<file path="config.mk">
export PLATFORM = sky130hd
export DESIGN_NAME = lsu_store_align
export DESIGN_NICKNAME = d
export VERILOG_FILES = /design/src/access_pkg.sv /design/src/ram_pkg.sv /design/src/lsu_store_align.sv
export VERILOG_INCLUDE_DIRS = /design/src /design/src/src
export SDC_FILE = /design/constraint.sdc
export NUM_CORES = 1
export LEC_CHECK = 0
export ABC_AREA = 0
export BUFFER_PORTS_ARGS = -buffer_cell sky130_fd_sc_hd__buf_2
export CAP_MARGIN = 20
export CORE_AREA = 2 2 83 85
export DETAILED_ROUTE_END_ITERATION = 16
export DIE_AREA = 0 0 85 87
export GPL_ROUTABILITY_DRIVEN = 0
export PLACE_DENSITY = 0.84
export RECOVER_POWER = 25
export SYNTH_ARGS = -nofsm -noshare
export SYNTH_HDL_FRONTEND = slang
export SYNTH_SLANG_ARGS = --single-unit
</file>
<file path="constraint.sdc">
create_clock -name vclk -period 0.9
set_input_delay 0.045 -clock vclk [all_inputs]
set_output_delay 0.045 -clock vclk [all_outputs]
set_load 0.02 [all_outputs]
</file>
<file path="src/lsu_macros.svh">
//******************************
// global sizes for the load/store unit
// the RAM holds 2^RAM_ADDR_BITS doublewords from RAM_BASE
// addresses outside that window wrap on the index bits
//******************************
`ifndef LSU_MACROS_SVH
`define LSU_MACROS_SVH

// register and data path width
`define XLEN 64

// doubleword index width, 256 x 64 bit by default
`define RAM_ADDR_BITS 8

// byte address that maps to RAM index 0
`define RAM_BASE 64'h0000_0000_8000_0000

`endif

</file>
<file path="src/access_pkg.sv">
//******************************
// memory operation encoding, follows RISC-V load/store funct3
// funct3[2] is the unsigned flag, funct3[1:0] the access width
//******************************
`default_nettype none

package access_pkg;

    // funct3[1:0] of loads and stores
    typedef enum logic [1:0] {
        width_byte  = 2'b00,
        width_half  = 2'b01,
        width_word  = 2'b10,
        width_dword = 2'b11
    } mem_width_e;

    // funct3 seen as its two fields
    typedef struct packed {
        logic       is_unsigned;
        mem_width_e width;
    } mem_op_s;

    // raw opcode field or decoded view of the same three bits
    typedef union packed {
        logic [2:0] funct3;
        mem_op_s    dec;
    } mem_op_u;

    // natural alignment, address is a multiple of the access size
    function automatic logic is_aligned(input mem_width_e width, input logic [2:0] offset);
        case (width)
            width_byte: return 1'b1;
            width_half: return offset[0] == 1'b0;
            width_word: return offset[1:0] == 2'b00;
            default:    return offset == 3'b000;
        endcase
    endfunction

endpackage

`default_nettype wire

</file>
<file path="src/ram_pkg.sv">
//******************************
// RAM storage types, one word is 8 byte lanes
// index is taken after subtracting RAM_BASE, no range check
//******************************
`default_nettype none

package ram_pkg;

    `include "lsu_macros.svh"

    typedef logic [63:0]                dword_t;
    typedef logic [7:0]                 byte_mask_t;
    typedef logic [`RAM_ADDR_BITS-1:0] ram_index_t;

    localparam int ram_depth       = 2 ** `RAM_ADDR_BITS;
    localparam int bytes_per_dword = 8;

    // byte address to doubleword index, high bits wrap away
    function automatic ram_index_t addr_to_index(input logic [`XLEN-1:0] addr);
        logic [`XLEN-1:0] rel;
        rel = addr - `RAM_BASE;
        return rel[`RAM_ADDR_BITS+2:3];
    endfunction

endpackage

`default_nettype wire
</file>
<file path="src/lsu_store_align.sv">
//******************************
// store lane alignment, purely combinational
// misaligned stores raise st_misaligned and write nothing
//******************************
`timescale 1ns/100ps
`default_nettype none

`include "lsu_macros.svh"

module lsu_store_align (
    input  wire [`XLEN-1:0]         waddr,
    input  wire [`XLEN-1:0]         wdata,
    input  wire                     wen,
    input  wire access_pkg::mem_op_u op,
    output ram_pkg::ram_index_t     wr_index,
    output ram_pkg::byte_mask_t     wr_mask,
    output ram_pkg::dword_t         wr_data,
    output logic                    st_misaligned
);

    import access_pkg::*;
    import ram_pkg::*;

    logic [2:0] offset;
    byte_mask_t width_mask;
    logic       aligned;

    // byte position inside the doubleword
    assign offset = waddr[2:0];

    assign wr_index = addr_to_index(waddr);

    // lanes covered by the access, before shifting
    always_comb begin
        case (op.dec.width)
            width_byte: width_mask = 8'h01;
            width_half: width_mask = 8'h03;
            width_word: width_mask = 8'h0f;
            default:    width_mask = 8'hff;
        endcase
    end

    assign aligned = is_aligned(op.dec.width, offset);

    // flag only while a store is actually presented
    assign st_misaligned = wen && !aligned;

    // low data bits move up to the addressed lane
    assign wr_data = wdata << {offset, 3'b000};

    // no lanes enabled when idle or misaligned
    always_comb begin
        if (wen && aligned) begin
            wr_mask = width_mask << offset;
        end else begin
            wr_mask = '0;
        end
    end

endmodule

`default_nettype wire

</file>
==> impl_metrics.ini <==
[placed_design]
placed_area_um2 = 3670
port_buffers = 143
dp_slack_ns = -0.656
dp_hpwl_mm = 7.71
placedCellCount = 539

[worst_hold_path]
holdPathEnd = wr_index[3]
worstHoldStart = waddr[6]
hp-class = primary input to output pin
hold_depth = 0

[synth]
synth_nets = 400
post_synth_num_cell_types = 45
yosysWarningCount = 0
synth_mux_area_frac = 0.377
synthXorXnorAreaFrac = 0.0216
synth_simple_gate_area_frac = 0.193
synth_compound_area_frac = 0.286
synth_adder_area_share = 0
synth_top_family_by_area = multiplexers
synth_area_um2 = 2020
synth_cells = 268
yosysSeqAreaShare = 0
synth.avg_cell_area_um2 = 7.55

[cells_and_area]
final_util = 0.828
drive_gt1_frac = 0.841
fin_area_um2 = 5440
nFillCells = 312
num-nets-final = 642
area_growth_pct = 169
final_cell_count_no_fill = 588
register_area_um2 = 0
diodes = 0
n_clock_buffer = 0
seq_cell_count = 0

[pwr]
combPwrFrac = 1.000
switching_share = 0.490
seqPwrFrac = 0
switching_power_mw = 1.75
fin_total_pwr_mw = 3.58
power.density_nw_per_um2 = 658
p_leak_nw = 2.46
vdd_ir_drop_max_mv = 0.506
p_clk_frac = 0
internal-power_mw = 1.83

[timing]
hold_viol_final = 0
maxSlewViolCount = 0
fin_ws_ns = -0.415
setup_viol = 73
min_period_ns = 1.31
rsz0062_at_grt = true
worstMarginPinSlew_ns = 0.599
setup-tns-final_ns = -16.64
fin_hold_ws_ns = 0.0900
slew_headroom = 0.599
fmax_ghz = 0.761
finalCritPeriodShare = 1.46

[floorplanning]
die_w_um = 85
rows = 30
core_um2 = 6570
fp.dieArea_um2 = 7400
io_pins = 213
initial_utilization = 0.308
die_height_um = 87

[critical_path]
critPathCaptureType = output pin
critPathLaunchType = primary input
crit_fanout = 7
worst_ep_required_time_ns = 0.85
crit_type = primary input to output pin
arrival_ns = 1.27

[grt]
antenna_found_initial = 0
first_global_vias = 3606
grt_max_degree = 19
track_usage = 0.319
grt_pass1_wl_mm = 18.7
grt_overflow_total = 0

[route]
vias = 3727
dr.pass1.iters = 5
drt_iter0_drc = 231
wl_mm = 15.0
ant_nets = 0
viasPerCell = 6.34
drc = 0
wl_per_cell_um = 25.6

[run_status]
status = finished, violations left
violations = negative setup slack

[clocking]
hold_buffers = 0

[run]
cap_violations = 0
synthesized netlist by cell type, types with 2 or more instances:
cell	n	area, um^2
nor3_1	10	50.1
nor2b_1	4	25.0
nand2b_1	3	18.8
and3b_1	2	17.5
a2bb2oi_1	5	43.8
a21oi_1	3	15.0
a31o_1	2	17.5
a222oi_1	8	80.1
buf_2	12	60.1
a221o_1	8	80.1
nor3b_1	3	22.5
and3_1	9	56.3
o21ai_0	2	10.0
mux2_2	2	22.5
buf_4	15	113
o22a_1	8	70.1
buf_6	3	33.8
o21ai_1	14	70.1
nand2_1	3	11.3
a22oi_1	2	15.0
mux2i_1	56	561
mux2_1	8	90.1
o22ai_1	10	62.6
nor2_1	35	131
mux2_4	6	90.1
clkbuf_1	5	18.8
buf_1	4	15.0
xnor2_1	2	17.5
a22oi_2	6	75.1
xor2_1	3	26.3
how the worst max path moves through the flow:
stage,from,end,cells after the start
floorplan,waddr[0],wr_data[53],5
global placement,waddr[1],wr_data[53],4
CTS,waddr[0],wr_data[51],6
detailed placement,waddr[1],wr_data[54],4
global route,waddr[1],wr_data[50],6
finish,waddr[1],wr_data[49],6
per-layer routing:
layer | vias to the layer above | wire, um | track usage
li1 | 1524 | - | -
met1 | 1767 | 5210 | 0.345
met2 | 313 | 7340 | 0.588
met3 | 123 | 1290 | 0.0417
met4 | 0 | 1180 | 0.192
met5 | - | 0 | 0
cell usage in the layout (no fill, tap or decap), drive strengths merged, types with 4 or more instances in the layout:
cell | synthesis | layout
nor2 | 36 | 36
nor3b | 4 | 4
and3 | 9 | 9
a221o | 8 | 8
buf | 34 | 272
o22ai | 10 | 10
nor2b | 4 | 4
a22oi | 8 | 8
o21ai | 16 | 16
clkbuf | 6 | 6
mux2 | 16 | 16
mux2i | 56 | 56
a222oi | 8 | 8
o22a | 8 | 8
a2bb2oi | 5 | 5
nor3 | 10 | 10
power by group through the flow:
stage / clock (mW) / combinational [mW] / sequential [mW]
floorplan: 0 / 1.44 / 0
global placement: 0 / 2.27 / 0
detailed placement: 0 / 2.32 / 0
CTS: 0 / 2.96 / 0
global route: 0 / 3.67 / 0
finish: 0 / 3.58 / 0
logic make-up after synthesis:
| group | Yosys count |
|---|---|
| buffers and inverters | 41 |
| muxes | 72 |
| and+or+nand+nor | 77 |
| AOI/OAI and AO/OA | 73 |
| xor gates and xnor gates | 5 |
critical path, cell delays in order:
cell	delay, ns
buf_12	0.12
buf_12	0.14
mux2_4	0.23
a22oi_2	0.07
a222oi_1	0.41
buf_2	0.24
area by class of cell:
cell class / count / area (um^2) / area share
multi-input combinational: 228 / 2640 / 0.486
tap: 80 / 100 / 0.0184
timing repair buffer: 279 / 2690 / 0.494
inverter: 1 / 11.3 / 0.00207
what timing repair did:
item | 4_1_cts | 5_1_grt
pin swaps | 19 | 33
setup endpoints to repair | 73 | 73
cloned | 5 | 8
setup buffers | 19 | 21
resized for setup | 213 | 97
Power figures use the tool's default switching activity.
