`config.mk`:
```
export PLATFORM = sky130hd
export DESIGN_NAME = lsu_load_align
export DESIGN_NICKNAME = d
export VERILOG_FILES = /design/src/access_pkg.sv /design/src/ram_pkg.sv /design/src/lsu_load_align.sv
export VERILOG_INCLUDE_DIRS = /design/src /design/src/src
export SDC_FILE = /design/constraint.sdc
export NUM_CORES = 1
export LEC_CHECK = 0
export BUFFER_PORTS_ARGS = -buffer_cell sky130_fd_sc_hd__buf_2
export CAP_MARGIN = 25
export CORE_MARGIN = 2
export CORE_UTILIZATION = 30
export DETAILED_ROUTE_END_ITERATION = 10
export GPL_ROUTABILITY_DRIVEN = 0
export RECOVER_POWER = 25
export SYNTH_ARGS = -nofsm -noshare
export SYNTH_HDL_FRONTEND = slang
export SYNTH_SLANG_ARGS = --single-unit
```
`constraint.sdc`:
```
create_clock -name clk -period 4.1 [get_ports clk]
set_input_delay 0.205 -clock clk [delete_from_list [all_inputs] [get_ports clk]]
set_output_delay 0.205 -clock clk [all_outputs]
set_load 0.03 [all_outputs]
```
`src/lsu_macros.svh`:
```
//******************************
// global sizes for the load/store unit
// the RAM holds 2^RAM_ADDR_BITS doublewords from RAM_BASE
// addresses outside that window wrap on the index bits
//******************************
`ifndef LSU_MACROS_SVH
`define LSU_MACROS_SVH

// register and data path width
`define XLEN 64

// doubleword index width, 256 x 64 bit by default
`define RAM_ADDR_BITS 8

// byte address that maps to RAM index 0
`define RAM_BASE 64'h0000_0000_8000_0000

`endif

```
`src/access_pkg.sv`:
```
//******************************
// memory operation encoding, follows RISC-V load/store funct3
// funct3[2] is the unsigned flag, funct3[1:0] the access width
//******************************
`default_nettype none

package access_pkg;

    // funct3[1:0] of loads and stores
    typedef enum logic [1:0] {
        width_byte  = 2'b00,
        width_half  = 2'b01,
        width_word  = 2'b10,
        width_dword = 2'b11
    } mem_width_e;

    // funct3 seen as its two fields
    typedef struct packed {
        logic       is_unsigned;
        mem_width_e width;
    } mem_op_s;

    // raw opcode field or decoded view of the same three bits
    typedef union packed {
        logic [2:0] funct3;
        mem_op_s    dec;
    } mem_op_u;

    // natural alignment, address is a multiple of the access size
    function automatic logic is_aligned(input mem_width_e width, input logic [2:0] offset);
        case (width)
            width_byte: return 1'b1;
            width_half: return offset[0] == 1'b0;
            width_word: return offset[1:0] == 2'b00;
            default:    return offset == 3'b000;
        endcase
    endfunction

endpackage

`default_nettype wire

```
`src/ram_pkg.sv`:
```
//******************************
// RAM storage types, one word is 8 byte lanes
// index is taken after subtracting RAM_BASE, no range check
//******************************
`default_nettype none

package ram_pkg;

    `include "lsu_macros.svh"

    typedef logic [63:0]                dword_t;
    typedef logic [7:0]                 byte_mask_t;
    typedef logic [`RAM_ADDR_BITS-1:0] ram_index_t;

    localparam int ram_depth       = 2 ** `RAM_ADDR_BITS;
    localparam int bytes_per_dword = 8;

    // byte address to doubleword index, high bits wrap away
    function automatic ram_index_t addr_to_index(input logic [`XLEN-1:0] addr);
        logic [`XLEN-1:0] rel;
        rel = addr - `RAM_BASE;
        return rel[`RAM_ADDR_BITS+2:3];
    endfunction

endpackage

`default_nettype wire
```
`src/lsu_load_align.sv`:
```
//******************************
// load path, index out now, aligned result two edges later
// misaligned loads return zero with ld_misaligned on rvalid
// one load per cycle, no back-pressure
//******************************
`timescale 1ns/100ps
`default_nettype none

`include "lsu_macros.svh"

module lsu_load_align (
    input  wire                      clk,
    input  wire                      rst,
    input  wire [`XLEN-1:0]          raddr,
    input  wire                      ren,
    input  wire access_pkg::mem_op_u op,
    output ram_pkg::ram_index_t      rd_index,
    output logic                     rd_en,
    output logic [`XLEN-1:0]         rdata,
    output logic                     rvalid,
    output logic                     ld_misaligned,
    input  wire ram_pkg::dword_t     rd_data
);

    import access_pkg::*;
    import ram_pkg::*;

    // request info kept while the RAM read is in flight
    logic       pend_valid;
    logic [2:0] pend_offset;
    mem_op_u    pend_op;
    logic       pend_aligned;

    dword_t           lane;
    logic [`XLEN-1:0] ext;

    assign rd_index = addr_to_index(raddr);
    assign rd_en    = ren;

    always_ff @(posedge clk) begin
        if (rst) begin
            pend_valid <= 1'b0;
        end else begin
            pend_valid <= ren;
        end
    end

    always_ff @(posedge clk) begin
        if (ren) begin
            pend_offset  <= raddr[2:0];
            pend_op      <= op;
            pend_aligned <= is_aligned(op.dec.width, raddr[2:0]);
        end
    end

    // addressed lane moved down to bit 0, then extended
    always_comb begin
        lane = rd_data >> {pend_offset, 3'b000};
        case (pend_op.dec.width)
            width_byte: begin
                if (pend_op.dec.is_unsigned) begin
                    ext = {{(`XLEN-8){1'b0}}, lane[7:0]};
                end else begin
                    ext = {{(`XLEN-8){lane[7]}}, lane[7:0]};
                end
            end
            width_half: begin
                if (pend_op.dec.is_unsigned) begin
                    ext = {{(`XLEN-16){1'b0}}, lane[15:0]};
                end else begin
                    ext = {{(`XLEN-16){lane[15]}}, lane[15:0]};
                end
            end
            width_word: begin
                if (pend_op.dec.is_unsigned) begin
                    ext = {{(`XLEN-32){1'b0}}, lane[31:0]};
                end else begin
                    ext = {{(`XLEN-32){lane[31]}}, lane[31:0]};
                end
            end
            // full doubleword, the unsigned bit has no effect
            default: ext = lane;
        endcase
    end

    // rdata only changes together with rvalid
    always_ff @(posedge clk) begin
        if (rst) begin
            rvalid        <= 1'b0;
            ld_misaligned <= 1'b0;
            rdata         <= '0;
        end else begin
            rvalid        <= pend_valid;
            ld_misaligned <= pend_valid && !pend_aligned;
            if (pend_valid) begin
                rdata <= pend_aligned ? ext : '0;
            end
        end
    end

endmodule

`default_nettype wire

```
==> results.txt, run 1 <==
outcome: finished clean
Reg2Reg Capture Point: rdata[18]$_SDFFE_PP0P_
Period Utilization, post-route: 0.702
Residual DRC: 0
post-synthesis sequential area ratio: 0.337
CP startpoint: pend_offset[1]$_DFFE_PP_
critical path endpoint category: flip-flop
hold path endpoint: pend_op[2]$_DFFE_PP_
dominant synthesized flop cell: dfxtp_1
Die H: 128 µm
startpoint types: flip-flop
endpoints failing hold: 0
Worst Skew: 7.22 ps
Reg2Reg Setup Slack: 1220 ps
post-synthesis simple-gate area fraction: 0.126
RSZ-0062 raised after global routing: no
Peak VDD IR: 0.220 mV
antenna viol nets, final: 0
Synth Area per Inst: 9.57 µm²
first-pass GRT wire length: 24600 µm
Compound-Gate Fraction of Synth Area: 0.244
Resized cells post-CTS: 0
Post-synth top cells: nand2_1 (69), dfxtp_1 (67), a21oi_1 (46)
Max Clk Rate: 347 MHz
Worst-path clk slew: 60 ps
CP Data Required Time: 4300 ps
Max Cap Viol: 0
Synth top area share: 0.291
Clock Tree Buf Depth: 2
Reg2Reg Depth: 5
main combinational cell family by area after synthesis: compound AO/OA/AOI/OAI gates
initial antenna violation count: 4
Synth cell types: 47
area of the multi-input gates: 2740 µm²
CP arrival: 3080 ps
Post-synth ARST share: 0
area leader, netlist: dfxtp_1
multiplexer area fraction after synthesis: 0.224
syn_nets: 615
WHS Path Cells: 1
EDFF count, synth: 7
Setup TNS: 0 ps
Boundary Pins: 209
most frequent cell after synthesis: nand2_1
yosys warns: 0
Worst slew margin: 0.331
Core ar.: 15100 µm²
Register Area: 1550 µm²
die width: 128 µm
Cell Rows: 45
power per cell area: 399 nW/µm²
first drt pass iteration count: 5
area delta synth->final: 23.7%
# port buffers: 139
fillcell total: 1546
worst slew pin tran: 1000 ps
final hold slack: 44.8 ps
CTS H-tree lvls: 3
remaining global-route overflow: 0
top cells by area, synth: dfxtp_1 (29%), mux4_2 (15%), nand2_1 (5.6%), a21oi_1 (5.0%), mux2_2 (4.9%)
flops & latches, synth: 74
Finish-stage setup viols: 0
Starting Density: 0.305
CTS tree: yes
Adder-Cell Fraction of Synth Area: 0
Crit Path Category: flip-flop to flip-flop
largest net degree at the start of global routing: 38
Tot GR Track Use: 0.198
CTS Sinks: 74
gate count of the mapped netlist: 481
CTS root buf: clkbuf_16
WL final: 16200 µm
DR vias/cell: 5.58
Mapped Area: 4600 µm²
CP Max Fanout: 21
DRT iter0 DRCs: 371
Net count, final: 727
fraction of layout cells with a size suffix above 1: 0.380
CTS buffer count: 9
class of the worst hold path: input port to flip-flop
Final Max Tran Viols: 0
vias: 4390
LEAKAGE: 0.00230 µW
hpwl dp: 12300 µm
minimum clock period: 2880 ps
reg2reg start: pend_offset[1]$_DFFE_PP_
Die Area: 16300 µm²
xor and xnor area share after synthesis: 0
vias in the first global route: 4203
hold buffer count at cts: 0
routed wire length per instance: 20.6 µm
post-CTS setup repair buffer count: 0
hold_sp: op[2]
Clock Latency Late Sink: 350 ps
==> report_power, final <==
group | internal (µW) | total (µW) | switching (µW) | leakage, µW
clock | 635 | 963 | 328 | 0.000175
combinational | 197 | 510 | 312 | 0.00152
sequential | 761 | 795 | 34.8 | 0.000611
total | 1590 | 2270 | 675 | 0.00230
==> kinds of logic (layout without fill, tap and decap cells) <==
| kind of cell | count (synthesis) | count (layout) |
|---|---|---|
| buffers and inverters | 56 | 173 |
| multiplexers | 63 | 63 |
| other | 0 | 1 |
| AO/OA/AOI/OAI | 156 | 156 |
| AND/OR/NAND/NOR | 132 | 132 |
| flip-flops | 74 | 74 |
==> layer usage <==
layer  wire length (µm)  vias to the layer above  GRT usage
li1                   -                     2032          -
met1               6640                     2103      0.257
met2               7580                      216      0.306
met3               1430                       35     0.0505
met4                564                        4     0.0970
met5                 19                        -          0
==> critical path, stage by stage, from the launching register on <==
cell,delay (ps)
edfxtp_1,1000
nand2b_1,480
o22ai_2,330
nor3_2,130
a31oi_2,570
o21ai_0,200
==> cell type report <==
class                           count  share of cell area
Inverter                            4             0.00264
Clock inverter                      5              0.0189
Timing Repair Buffer              153               0.137
Sequential cell                    74               0.273
Multi-Input combinational cell    351               0.482
Tap cell                          188              0.0413
Antenna cell                        1            0.000440
Clock buffer                       11              0.0446
==> flip-flops by register name (all words and copies together), names as in the netlist <==
signal and flops:
pend_valid 1, pend_offset 3, pend_op 3, rvalid 1
pend_aligned 1, ld_misaligned 1, rdata 64
==> through the flow <==
stage               setup WS [ps]  power [µW]  std cells  area, µm²  utilization
CTS                          1230        2280        786       5720        0.379
detailed placement           1250        1320        770       5350        0.355
finish                       1220        2270        787       5690        0.377
global placement             1360        1310        769       5340        0.354
floorplan                    2120        1170        481       4600            -
global route                  999        2360        787       5690        0.377
==> cell usage in the layout, fill, tap and decap left out, drive strengths merged, types with 3 or more instances in the layout <==
cell type / instances
a21oi: 46
a221o: 8
a221oi: 11
a22oi: 5
a31oi: 8
a32oi: 4
buf: 132
bufinv: 3
clkbuf: 32
dfxtp: 67
edfxtp: 7
inv: 5
mux2: 20
mux2i: 13
mux4: 30
nand2: 69
nand2b: 3
nand3: 7
nor2: 31
nor2b: 12
o21ai: 36
o22ai: 4
o2bb2ai: 3
o31ai: 25
==> worst max-delay path by stage <==
stage	cells past startpoint	to
6_report	5	rdata[18]$_SDFFE_PP0P_
3_3_place_gp	6	rdata[21]$_SDFFE_PP0P_
2_1_floorplan	7	rdata[43]$_SDFFE_PP0P_
3_5_place_dp	5	rdata[18]$_SDFFE_PP0P_
5_1_grt	5	rdata[18]$_SDFFE_PP0P_
4_1_cts	5	rdata[18]$_SDFFE_PP0P_
Power figures use the tool's default switching activity.
==> inputs of run 2 (changes only) <==
--- a/config.mk
+++ b/config.mk
@@ -6,6 +6,7 @@
 export SDC_FILE = /design/constraint.sdc
 export NUM_CORES = 1
 export LEC_CHECK = 0
+export ABC_AREA = 1
 export BUFFER_PORTS_ARGS = -buffer_cell sky130_fd_sc_hd__buf_2
 export CAP_MARGIN = 25
 export CORE_MARGIN = 2
==> constraint.sdc (replaced) <==
create_clock -name clk -period 2.4 [get_ports clk]
set_input_delay 0.12 -clock clk [delete_from_list [all_inputs] [get_ports clk]]
set_output_delay 0.12 -clock clk [all_outputs]
set_load 0.03 [all_outputs]
==> results.txt, run 2 <==
Worst Skew: 12.4 ps (+5.21 ps)
Top reg by flops: rdata
# port buffers: 139 (unchanged)
post-synthesis sequential area ratio: 0.309 (-0.0285)
top flop regs: rdata: 64 flops, pend_offset: 3 flops, pend_op: 3 flops
largest net degree at the start of global routing: 79 (+110%)
RSZ-0062 raised after global routing: no
CTS buffer count: 9 (unchanged)
hold path endpoint: pend_valid$_SDFF_PP0_
initial antenna violation count: 1 (-3)
CTS root buf: clkbuf_16
CTS Sinks: 74 (unchanged)
Residual DRC: 0 (unchanged)
CP dominant cell by count: nand3_1
Synth top area share: 0.267 (-0.0247)
area delta synth->final: 21.7%
Crit Path Category: flip-flop to flip-flop
Clock Latency Late Sink: 340 ps (about the same)
worst slew pin tran: 690 ps (-313 ps)
first drt pass iteration count: 5 (unchanged)
Place WS: 244 ps (-1010 ps)
xor and xnor area share after synthesis: 0 (unchanged)
critical path endpoint category: flip-flop
CTS H-tree lvls: 3 (unchanged)
Cell Rows: 47 (+4.4%)
CP Max Fanout: 32 (+52%)
Post-synth ARST share: 0 (unchanged)
instance count on the critical path: 10 (+5)
post-synthesis simple-gate area fraction: 0.335 (+0.209)
power per cell area: 613 nW/µm² (+54%)
Reg2Reg Depth: 10 (+5)
met2 GRT Util: 0.298 (-0.00799)
buffers plus inverters on the worst setup path: 2 (+2)
Register Area: 1550 µm² (unchanged)
Mapped Area: 5030 µm² (+9.2%)
remaining global-route overflow: 0 (unchanged)
gate count of the mapped netlist: 813 (+69%)
CTS tree: yes
Reg2Reg Capture Point: rdata[38]$_SDFFE_PP0P_
flops & latches, synth: 74 (unchanged)
final hold slack: 165 ps (+121 ps)
die width: 133 µm (+4.4%)
area of the multi-input gates: 2960 µm² (+7.7%)
Max Clk Rate: 454 MHz (+31%)
startpoint types: flip-flop
DR vias/cell: 4.99 (-11%)
met1 GRT Util: 0.272 (+0.0148)
yosys warns: 0 (unchanged)
vias in the first global route: 5147 (+22%)
grt met3 use: 0.0407 (-0.00979)
Final Non-Filler Cells: 1137 (+44%)
Setup TNS: 0 ps (unchanged)
LEAKAGE: 0.00291 µW (+26%)
reg2reg start: pend_offset[0]$_DFFE_PP_
Net count, final: 1044 (+44%)
CP arrival: 2460 ps (-620 ps)
Worst-path clk slew: 60 ps (about the same)
WHS Path Cells: 3 (+2)
class of the worst hold path: input port to flip-flop
Starting Density: 0.305 (+0.000344)
Adder-Cell Fraction of Synth Area: 0 (unchanged)
family with the most delay on the worst path: simple AND/OR/NAND/NOR gates
antenna viol nets, final: 0 (unchanged)
fraction of layout cells with a size suffix above 1: 0.184 (-0.196)
EDFF count, synth: 7 (unchanged)
top cells by area, synth: dfxtp_1 (27%), nand2_1 (24%), a21oi_1 (8.2%), nand3_1 (5.9%), o21ai_0 (5.8%)
outcome: finished clean
Final Max Tran Viols: 0 (unchanged)
Synth Area per Inst: 6.18 µm² (-35%)
Die Area: 17800 µm² (+8.9%)
WL final: 17600 µm (+8.2%)
Finish-stage setup viols: 0 (unchanged)
Post-synth top cells: nand2_1 (327), a21oi_1 (82), dfxtp_1 (67)
most used routing layer: met2
multiplexer area fraction after synthesis: 0.00199 (-0.222)
hpwl dp: 13000 µm (+5.9%)
Clock Tree Buf Depth: 2 (unchanged)
CP Data Required Time: 2660 ps (-1640 ps)
Boundary Pins: 209 (unchanged)
CP max-delay cell: nand2_2
syn_nets: 947 (+54%)
Compound-Gate Fraction of Synth Area: 0.251 (+0.00672)
first-pass GRT wire length: 27500 µm (+12%)
Synth cell types: 28 (-40%)
Tot GR Track Use: 0.195 (-0.00266)
Peak VDD IR: 0.299 mV (+36%)
DRT iter0 DRCs: 531 (+43%)
minimum clock period: 2200 ps (-676 ps)
commonest cells after routing, fill and taps aside: nand2_1 (327), buf_2 (117), a21oi_1 (82), dfxtp_1 (67), nand3_1 (59)
area leader, netlist: dfxtp_1
main combinational cell family by area after synthesis: simple AND/OR/NAND/NOR gates
post-CTS setup repair buffer count: 0 (unchanged)
dominant synthesized flop cell: dfxtp_1
Period Utilization, post-route: 0.918 (+0.216)
Max Cap Viol: 0 (unchanged)
Worst slew margin: 0.540 (+0.209)
Die H: 133 µm (+4.4%)
endpoints failing hold: 0 (unchanged)
PnR worst setup slack: 198 ps (-1020 ps)
max FFs per register: 64 (unchanged)
Reg2Reg Setup Slack: 200 ps (-1020 ps)
Inst Count DP: 1113 (+45%)
most frequent cell after synthesis: nand2_1
fillcell total: 1901 (+23%)
most common cell after layout, fill and taps aside: nand2_1
routed wire length per instance: 15.4 µm (-25%)
critical path, cell by cell: inv_2 > buf_4 > nand2_1 > nand3_1 > nand3_1 > nand2_1 > nand3_1 > nand2_2 > o21bai_1 > a21oi_1
CP max stage delay: 450 ps (-550 ps)
vias: 5674 (+29%)
Core ar.: 16500 µm² (+9.1%)
hold_sp: ren
-- run 2: cell types whose count changed after synthesis, moves of 10 or more --
cell / previous run / this run
mux2i_1: 13 / 1
nor2_1: 30 / 20
nor2b_1: 12 / 0
nand3_1: 7 / 59
o211ai_1: 0 / 18
o21bai_1: 1 / 32
nand2_1: 69 / 327
a221oi_1: 11 / 0
o31ai_2: 13 / 0
inv_1: 3 / 25
o21ai_0: 25 / 58
a21oi_1: 46 / 82
mux4_2: 30 / 0
mux2_2: 20 / 0
-- run 2: tightest hold or removal path: cells and delay by family --
| kind | cells | cell delay (ps) |
|---|---|---|
| simple gates | 1 | 40 |
| buf+inv | 2 | 310 |
-- run 2: stage by stage --
stage	utilization	power (µW)	area, µm²
global placement	0.349	2300	5750
detailed placement	0.349	2300	5750
finish	0.372	3750	6120
CTS	0.373	3780	6140
global route	0.371	3940	6110
floorplan	-	2050	5030
-- run 2: cells by family (layout without fill, tap and decap cells) --
| kind of cell | after synthesis | after routing |
|---|---|---|
| AND/OR/NAND/NOR | 418 | 418 |
| AO/OA/AOI/OAI | 217 | 217 |
| buffers and inverters | 103 | 205 |
| flip-flops | 74 | 74 |
| multiplexers | 1 | 1 |
| other | 0 | 2 |
-- run 2: where the power goes --
| part | internal (µW) | switching (µW) | total [µW] |
|---|---|---|---|
| clock network | 926 | 532 | 1460 |
| logic | 304 | 655 | 959 |
| registers | 1300 | 35.1 | 1330 |
| total | 2530 | 1220 | 3750 |
-- run 2: final cells by class --
class,count,share of cell area
antenna,2,0.000818
clock buffer,13,0.0460
clock inverter,3,0.00716
inverter,28,0.0172
multi-input combinational,636,0.483
sequential,74,0.254
tap,220,0.0450
timing repair buffer,161,0.147
-- run 2: timing repair --
item,in CTS,in global routing
hold buffers,6,0
resized for setup,0,0
endpoints found under the hold margin,6,0
-- run 2: routing by layer --
metal  vias to the layer above  share of wire
li1                       2872              -
met1                      2535           0.46
met2                       235           0.44
met3                        32          0.075
met4                         0          0.026
met5                         -              0
-- run 2: how the worst max path moves through the flow --
stage / start / endpoint / slack (ps)
6_report: pend_offset[0]$_DFFE_PP_ / rdata[38]$_SDFFE_PP0P_ / 200
5_1_grt: pend_offset[0]$_DFFE_PP_ / rdata[35]$_SDFFE_PP0P_ / 20
4_1_cts: pend_offset[0]$_DFFE_PP_ / rdata[46]$_SDFFE_PP0P_ / 220
3_5_place_dp: pend_offset[0]$_DFFE_PP_ / rdata[38]$_SDFFE_PP0P_ / 240
3_3_place_gp: pend_offset[0]$_DFFE_PP_ / rdata[38]$_SDFFE_PP0P_ / 280
2_1_floorplan: pend_offset[0]$_DFFE_PP_ / rdata[27]$_SDFFE_PP0P_ / 820
